### config.mk
export PLATFORM = sky130hd
export DESIGN_NAME = forwarding_unit
export DESIGN_NICKNAME = d
export VERILOG_FILES = /design/src/source/fwd_pkg.sv /design/src/source/forwarding_unit.sv /design/src/source/fwd_lane.sv /design/src/source/fwd_src_decode.sv /design/src/source/fwd_dest_decode.sv
export SDC_FILE = /design/constraint.sdc
export NUM_CORES = 1
export LEC_CHECK = 0
export BUFFER_PORTS_ARGS = -buffer_cell sky130_fd_sc_hd__buf_2
export CAP_MARGIN = 20
export CORE_UTILIZATION = 35
export DETAILED_ROUTE_END_ITERATION = 10
export MAX_ROUTING_LAYER = met4
export PLACE_DENSITY_LB_ADDON = 0.05
export RECOVER_POWER = 50
export SYNTH_ARGS = -nofsm -noshare
export SYNTH_HDL_FRONTEND = slang
export SYNTH_SLANG_ARGS = --single-unit
export TNS_END_PERCENT = 5
### constraint.sdc
create_clock -name vclk -period 4.1
set_input_delay 0.82 -clock vclk [all_inputs]
set_output_delay 0.82 -clock vclk [all_outputs]
set_load 0.02 [all_outputs]
### src/source/fwd_pkg.sv
package fwd_pkg;

	localparam int INSTR_W    = 32;
	localparam int OPCODE_W   = 6;
	localparam int REG_ADDR_W = 5;
	localparam int SHAMT_W    = 5;
	localparam int FUNCT_W    = 6;

	// Lanes A and B feed the ALU and lane C carries store data.
	localparam int NUM_LANES = 3;
	localparam int LANE_A    = 0;
	localparam int LANE_B    = 1;
	localparam int LANE_C    = 2;

	typedef enum logic [OPCODE_W-1:0] {
		OP_SPECIAL = 6'd0,
		OP_REGIMM  = 6'd1,
		OP_BEQ     = 6'd4,
		OP_BNE     = 6'd5,
		OP_BLEZ    = 6'd6,
		OP_BGTZ    = 6'd7,
		OP_ADDI    = 6'd8,
		OP_ADDIU   = 6'd9,
		OP_SLTI    = 6'd10,
		OP_SLTIU   = 6'd11,
		OP_ANDI    = 6'd12,
		OP_ORI     = 6'd13,
		OP_XORI    = 6'd14,
		OP_LUI     = 6'd15,
		OP_LB      = 6'd32,
		OP_LH      = 6'd33,
		OP_LW      = 6'd35,
		OP_LBU     = 6'd36,
		OP_LHU     = 6'd37,
		OP_SB      = 6'd40,
		OP_SH      = 6'd41,
		OP_SW      = 6'd43
	} opcode_t;

	// Only the funct codes that change operand use are named.
	typedef enum logic [FUNCT_W-1:0] {
		FN_SLL  = 6'd0,
		FN_SRL  = 6'd2,
		FN_SRA  = 6'd3,
		FN_JR   = 6'd8,
		FN_JALR = 6'd9
	} funct_t;

	typedef enum logic [1:0] {
		FWD_NONE   = 2'd0,
		FWD_MEM_WB = 2'd1,
		FWD_EX_MEM = 2'd2
	} fwd_sel_t;

	typedef struct packed {
		logic [OPCODE_W-1:0]   opcode;
		logic [REG_ADDR_W-1:0] rs;
		logic [REG_ADDR_W-1:0] rt;
		logic [REG_ADDR_W-1:0] rd;
		logic [SHAMT_W-1:0]    shamt;
		logic [FUNCT_W-1:0]    funct;
	} instr_t;

	typedef struct packed {
		logic                  en;
		logic [REG_ADDR_W-1:0] addr;
	} reg_use_t;

	function automatic logic is_load(logic [OPCODE_W-1:0] opcode);
		case (opcode)
			OP_LB, OP_LH, OP_LW, OP_LBU, OP_LHU:
				return 1'b1;
			default:
				return 1'b0;
		endcase
	endfunction

	function automatic logic is_store(logic [OPCODE_W-1:0] opcode);
		case (opcode)
			OP_SB, OP_SH, OP_SW:
				return 1'b1;
			default:
				return 1'b0;
		endcase
	endfunction

	function automatic logic is_alu_imm(logic [OPCODE_W-1:0] opcode);
		case (opcode)
			OP_ADDI, OP_ADDIU, OP_SLTI, OP_SLTIU, OP_ANDI, OP_ORI, OP_XORI, OP_LUI:
				return 1'b1;
			default:
				return 1'b0;
		endcase
	endfunction

	function automatic logic is_branch(logic [OPCODE_W-1:0] opcode);
		case (opcode)
			OP_REGIMM, OP_BEQ, OP_BNE, OP_BLEZ, OP_BGTZ:
				return 1'b1;
			default:
				return 1'b0;
		endcase
	endfunction

	// Shifts by shamt take their only register operand from rt.
	function automatic logic is_shift_imm(logic [FUNCT_W-1:0] funct);
		case (funct)
			FN_SLL, FN_SRL, FN_SRA:
				return 1'b1;
			default:
				return 1'b0;
		endcase
	endfunction

	function automatic logic is_jump_reg(logic [FUNCT_W-1:0] funct);
		case (funct)
			FN_JR, FN_JALR:
				return 1'b1;
			default:
				return 1'b0;
		endcase
	endfunction

	// Register zero is hardwired, so a use of it never takes part in a bypass.
	function automatic reg_use_t make_use(logic en, logic [REG_ADDR_W-1:0] addr);
		reg_use_t use_q;
		use_q.en   = en && (addr != '0);
		use_q.addr = addr;
		return use_q;
	endfunction

endpackage
### src/source/forwarding_unit.sv
`timescale 1ns/100ps

module forwarding_unit import fwd_pkg::*;
(
	input  instr_t   id_ex_instr,
	input  instr_t   ex_mem_instr,
	input  instr_t   mem_wb_instr,
	output fwd_sel_t forward_a,
	output fwd_sel_t forward_b,
	output fwd_sel_t forward_c
);

	reg_use_t ex_mem_dest;
	reg_use_t mem_wb_dest;
	reg_use_t ex_mem_fwd;
	reg_use_t lane_src [NUM_LANES];
	fwd_sel_t lane_sel [NUM_LANES];
	logic     ex_is_load;

	fwd_dest_decode ex_mem_dest_inst
	(
		.instr (ex_mem_instr),
		.dest  (ex_mem_dest)
	);

	fwd_dest_decode mem_wb_dest_inst
	(
		.instr (mem_wb_instr),
		.dest  (mem_wb_dest)
	);

	fwd_src_decode src_decode_inst
	(
		.instr (id_ex_instr),
		.src   (lane_src)
	);

	// Load data only exists after the memory access, so an EX/MEM load
	// is hidden here and the match falls through to MEM/WB a cycle later.
	assign ex_is_load = is_load(ex_mem_instr.opcode);

	always_comb
		begin
		ex_mem_fwd = ex_mem_dest;
		if (ex_is_load)
			begin
			ex_mem_fwd.en = 1'b0;
			end
		end

	for (genvar i = 0; i < NUM_LANES; i++)
		begin : g_lane
		fwd_lane lane_inst
		(
			.src         (lane_src[i]),
			.ex_mem_dest (ex_mem_fwd),
			.mem_wb_dest (mem_wb_dest),
			.sel         (lane_sel[i])
		);
		end

	assign forward_a = lane_sel[LANE_A];
	assign forward_b = lane_sel[LANE_B];
	assign forward_c = lane_sel[LANE_C];

endmodule

### src/source/fwd_lane.sv
`timescale 1ns/100ps

module fwd_lane import fwd_pkg::*;
(
	input  reg_use_t src,
	input  reg_use_t ex_mem_dest,
	input  reg_use_t mem_wb_dest,
	output fwd_sel_t sel
);

	logic hit_ex_mem;
	logic hit_mem_wb;

	assign hit_ex_mem = src.en && ex_mem_dest.en && (src.addr == ex_mem_dest.addr);
	assign hit_mem_wb = src.en && mem_wb_dest.en && (src.addr == mem_wb_dest.addr);

	// The younger producer in EX/MEM holds the newer value and wins.
	always_comb
		begin
		if (hit_ex_mem)
			begin
			sel = FWD_EX_MEM;
			end
		else if (hit_mem_wb)
			begin
			sel = FWD_MEM_WB;
			end
		else
			begin
			sel = FWD_NONE;
			end
		end

endmodule

### src/source/fwd_src_decode.sv
`timescale 1ns/100ps

module fwd_src_decode import fwd_pkg::*;
(
	input  instr_t   instr,
	output reg_use_t src [NUM_LANES]
);

	logic [NUM_LANES-1:0] reads;
	logic                 base_user;

	// Loads, stores, branches and most I-type ALU operations read rs.
	assign base_user = is_branch(instr.opcode)
		|| is_alu_imm(instr.opcode)
		|| is_load(instr.opcode)
		|| is_store(instr.opcode);

	always_comb
		begin
		reads = '0;
		case (instr.opcode)
			OP_SPECIAL:
				begin
				reads[LANE_A] = !is_shift_imm(instr.funct);
				// Register jumps have no second ALU operand.
				reads[LANE_B] = !is_jump_reg(instr.funct);
				end
			OP_BEQ, OP_BNE:
				begin
				reads[LANE_A] = 1'b1;
				reads[LANE_B] = 1'b1;
				end
			OP_LUI:
				begin
				// The upper immediate is the whole operand.
				reads = '0;
				end
			default:
				begin
				reads[LANE_A] = base_user;
				// Store data travels on its own lane, apart from the ALU inputs.
				reads[LANE_C] = is_store(instr.opcode);
				end
		endcase
		end

	assign src[LANE_A] = make_use(reads[LANE_A], instr.rs);
	assign src[LANE_B] = make_use(reads[LANE_B], instr.rt);
	assign src[LANE_C] = make_use(reads[LANE_C], instr.rt);

endmodule

### src/source/fwd_dest_decode.sv
`timescale 1ns/100ps

module fwd_dest_decode import fwd_pkg::*;
(
	input  instr_t   instr,
	output reg_use_t dest
);

	logic                  writes;
	logic [REG_ADDR_W-1:0] target;

	always_comb
		begin
		writes = 1'b0;
		target = instr.rt;
		case (instr.opcode)
			OP_SPECIAL:
				begin
				// Every register-register operation except jr writes rd.
				writes = (instr.funct != FN_JR);
				target = instr.rd;
				end
			default:
				begin
				// I-type ALU results and load data land in rt.
				if (is_alu_imm(instr.opcode) || is_load(instr.opcode))
					begin
					writes = 1'b1;
					end
				end
		endcase
		end

	assign dest = make_use(writes, target);

endmodule

Word-level counts from Yosys, hierarchy flattened
Memories as Yosys holds them, arrays and structs flattened. Index checks and enable logic that the tools add are counted.

Flip-flop bits (word level): 0. Memory bits (read-only): 48. Bits of input ports: 96. Output and inout bits: 6. Memories: 3.

Eq/ne operators: 34. Mux-type cells: 32. Reduce and logical (&&, ||, !) cells: 44.

Memories: (no name shown) (words 16, bits a word 1, read ports 1, clocked after memory_dff 0, write ports 0, line fwd_pkg.sv:88) `case (opcode)`; (no name shown) (words 16, bits a word 1, read ports 1, clocked after memory_dff 0, write ports 0, line fwd_pkg.sv:88); (no name shown) (words 16, bits a word 1, read ports 1, clocked after memory_dff 0, write ports 0, line fwd_pkg.sv:88).

Operator list (number): $eq A6 B6 Y1 const B (18); $mux W1 (25); $eq A6 B3 Y1 const B (4); $logic_not A6 Y1 (4); $eq A5 B5 Y1 (4); $reduce_bool A5 Y1 (4); $reduce_or A5 Y1 (4); $eq A6 B4 Y1 const B (3); $logic_and A1 B1 Y1 (17); $eq A6 B2 Y1 const B (2); $ne A6 B4 Y1 const B (2); $mux W5 (2); $eq A6 B1 Y1 const B (1); $logic_not A2 Y1 (3); $mux W2 (3); $reduce_or A3 Y1 (2); $logic_or A1 B1 Y1 (5); $reduce_or A2 Y1 (2); $reduce_or A4 Y1 (1); $pmux W1 S3 (1); $logic_not A1 Y1 (2); $pmux W1 S2 (1).

Longest topological paths before layout
Word-level depth: 12. Depth in mapped cells: 8. Mapped depth without buffers: 6.

By module
Synthesis repeated with hierarchy kept, for this count alone.

Cells, all modules: 139. Area total of the unflattened synthesis: 1029.7 um2.

Modules (own cells, without submodules): fwd_lane (instances 3, cells an instance 17, area each 138.9 um2, sequential area each 0.0 um2); fwd_dest_decode (instances 2, cells an instance 21, area each 168.9 um2, sequential area each 0.0 um2); fwd_src_decode (instances 1, cells an instance 41, area each 252.7 um2, sequential area each 0.0 um2); forwarding_unit (instances 1, cells an instance 5, area each 22.5 um2, sequential area each 0.0 um2).

Worst setup path after synthesis
No wires, ideal clock.

Kind: input to output. Start: input port mem_wb_instr[27] in the netlist's numbering. End: output port forward_b[0]. Arrival time: 2.728 ns. Data required time: 3.280 ns. Path slack: 0.552 ns. Stages on the path: 6. Buffers on the path: 1. Path through: or4_4 or3_4 buf_6 a221o_1 nor4_2 and4_1.

Longest elaborated chain between the ends: 12. Elaborated cells on any way between the ends: 23. Classes of those cells: eq/ne (6); mux (9); reduce/logical (7); memory (1).

RTL lines: start, declared (line forwarding_unit.sv:7) `input instr_t mem_wb_instr,`; branches (longest 9 deep; another with $mem_v2 Z16 W1); $logic_and A1 B1 Y1 * (line fwd_lane.sv:15) `assign hit_mem_wb = src.en && mem_wb_dest.en && (src.addr == mem_wb_dest.addr);`; $mux W1 * (line fwd_lane.sv:24) `else if (hit_mem_wb)`; $mux W2 * (line fwd_lane.sv:20) `if (hit_ex_mem)`; end, declared (line forwarding_unit.sv:9) `output fwd_sel_t forward_b,`.

Mark *: on every way between the ends. The select of a mux whose other input is x is not followed.

Worst setup path after layout
Ends and elaborated chain as after synthesis.

==> qor.log <==
qor: outcome.outcome complete, no violations
qor: pwr.clkPwrFrac 0%
qor: timing.final_max_slew_viol_count 0
qor: final_layout.most-common-layout-cells buf_2 (70), nor2_1 (16), xnor2_1 (13)
qor: timing.fmaxAchievable 258 MHz
qor: global_route.vias_in_the_first_global_route 1042
qor: clock_network.postCtsSetupBuffers 0
qor: route.first_pass_iters 4
qor: pwr.power.switching 0.0527 mW
qor: setup_path.slowest_delay 0.53 ns
qor: route.drtIter0Drc 10
qor: floorplan.pin_count 102
qor: setup_path.critical_path.startpoint_type input pin
qor: pwr.power_density 83.8 nW/um2
qor: yosys.postSynthNetCount 232
qor: setup_path.critPathSlowestCell or4_4
qor: placed_design.gp_routability_congestion 0.776
qor: yosys.synthesis.area_per_instance 6.71 um2
qor: worst_hold_path.holdPathStages 5
qor: floorplan.die_height 53.1 um
qor: timing.final.setup.tns 0 ns
qor: floorplan.number_of_rows_created_at_floorplan 18
qor: floorplan.floorplan.initialDensity 36.8%
qor: final_layout.n_sequential_cell 0
qor: final_layout.clock_buffer_count 0
qor: timing.setup_viol 0
qor: global_route.track_usage 20.4%
qor: final_layout.fin_cells 230
qor: yosys.top_cell_type_by_total_area_after_synthesis xnor2_1
qor: pwr.peak_supply_drop 0.0418 mV
qor: pwr.pwr-share-comb 100.0%
qor: setup_path.critPathKind in2out
qor: route.ant_nets 0
qor: clock_network.number_of_resized_instances_in_the_post_cts_repair_step 0
qor: route.drt_drc_violations_left 0
qor: global_route.pin_count_of_the_biggest_net_entering_global_routing 12
qor: pwr.power_leakage 0.605 nW
qor: worst_hold_path.hold_path_end forward_b[1]
qor: floorplan.placeableCoreArea 2480 um2
qor: setup_path.worstSetupPathDepth 8
qor: timing.unrepaired_setup_endpoints_after_global_routing false
qor: timing.tightestPinTransition 0.350 ns
qor: global_route.globalRoute.totalOverflow 0
qor: yosys.synth.yosys.seq_area_share 0%
qor: job.max_cap_viol_count 0
qor: yosys.synth.top_cells.by_area xnor2_1 (12%), xor2_1 (12%), nor2_1 (6.6%)
qor: final_layout.area.growth.synth_to_final 38.0%
qor: timing.maxSlewHeadroom 76.1%
qor: worst_hold_path.worst_min_path_start id_ex_instr[29]
qor: floorplan.die_area 2810 um2
qor: setup_path.type_of_element_capturing_the_critical_path primary output
qor: placed_design.placed_cells 230
qor: pwr.power.share.switching 50.0%
qor: final_layout.num_antenna_cells 0
qor: setup_path.timing.critical_path.buf_inv 2
qor: yosys.synth_area 912 um2
qor: final_layout.post_route_cells_drive_above_1_share 37.5%
qor: timing.hold_violations 0
qor: clock_network.hold_buffers 0
qor: placed_design.numPortBuffers 72
qor: yosys.synth-warning-count 0
qor: pwr.seq_power_share 0%
qor: route.detailroute.via_count 1232
qor: setup_path.cells_along_the_critical_path buf_2 > or4_4 > or3_4 > mux2i_1 > a221o_1 > nor4_2 > and4_1 > buf_2
qor: setup_path.top_cell_by_count_worst_path buf_2
qor: worst_hold_path.min_path_type in2out
qor: final_layout.nets 298
qor: setup_path.worst_ep_required_time 3.28 ns
qor: final_layout.area.sequential 0 um2
qor: timing.layout_worst_path_cycle_share 94.4%
qor: yosys.netlist.area_leader.share 12.5%
qor: route.finalWirelength 2710 um
qor: floorplan.die-width 53.1 um
qor: setup_path.critical_path.max_fanout 11
qor: final_layout.mostFrequentLayoutCell buf_2
qor: global_route.grt_first_pass_wirelength 4350 um
qor: route.via_per_inst 5.36
qor: yosys.post_synth_num_cell_types 40
qor: placed_design.detailedPlacementHpwl 2380 um
qor: setup_path.cpLargestDelayFamily simple AND/OR/NAND/NOR gates
qor: timing.period_minus_slack 3.87 ns
qor: global_route.antenna_violations_before_repair 0
qor: pwr.p_int 0.0527 mW
qor: route.avgRoutedWirePerCell 11.8 um
qor: setup_path.worst_ep_arrival_time 3.05 ns
qor: yosys.netlist_instances 136
cell usage after synthesis (3+ instances only):
cell      number
or3_1          3
nor4_1         4
buf_4          3
mux2i_1        5
a31oi_1        3
nor3_1        11
a21oi_1       10
inv_1          9
xnor2_1       13
and2_1         3
nand2b_1       3
o21ai_0        3
xor2_1        12
clkbuf_1       4
nor2_1        16
cells by family (layout without fill, tap and decap cells):
logic type | count (synthesis) | in the layout | synth area share, %
buffers and inverters | 17 | 81 | 9.05
and+or+nand+nor | 57 | 57 | 35.9
muxes | 6 | 6 | 7.96
AOI/OAI and AO/OA | 31 | 31 | 23.0
xor gates and xnor gates | 25 | 25 | 24.0
per-layer routing:
layer | GRT usage [%] | up-vias | wire [um]
li1 | - | 630 | -
met1 | 26.6 | 556 | 1190
met2 | 37.3 | 46 | 1360
met3 | 0 | 0 | 162
met4 | 0 | 0 | 0
met5 | - | - | 0
worst max-delay path by stage:
stage	from	endpoint	slack, ns
2_1_floorplan	mem_wb_instr[27]	forward_b[0]	0.55
3_3_place_gp	mem_wb_instr[27]	forward_c[0]	0.22
3_5_place_dp	mem_wb_instr[27]	forward_b[0]	0.22
4_1_cts	mem_wb_instr[27]	forward_b[0]	0.21
5_1_grt	mem_wb_instr[27]	forward_b[0]	0.11
6_report	mem_wb_instr[27]	forward_b[0]	0.23
power groups by stage:
stage,registers (mW),clock network (mW),logic (mW)
final,0,0,0.105
after global routing,0,0,0.117
after CTS,0,0,0.106
after detailed placement,0,0,0.105
after global placement,0,0,0.103
after floorplan,0,0,0.0517
layout make-up:
type / instances / area [um2]
tap: 30 / 37.5
fill: 273 / 1220
inverter: 9 / 33.8
timing repair buffer: 72 / 358
multi-input combinational: 119 / 830
metrics by stage:
step	util [%]	setup slack [ns]	total power, mW	hold WS (ns)	instance area [um2]
3_3_place_gp	50.9	0.222	0.103	2.11	1260
6_report	50.8	0.230	0.105	2.13	1260
3_5_place_dp	50.9	0.222	0.105	2.12	1260
2_1_floorplan	-	0.552	0.0517	1.93	912
5_1_grt	50.8	0.106	0.117	2.19	1260
4_1_cts	50.9	0.213	0.106	2.12	1260
Note: power is estimated with default switching activity, not from simulation.
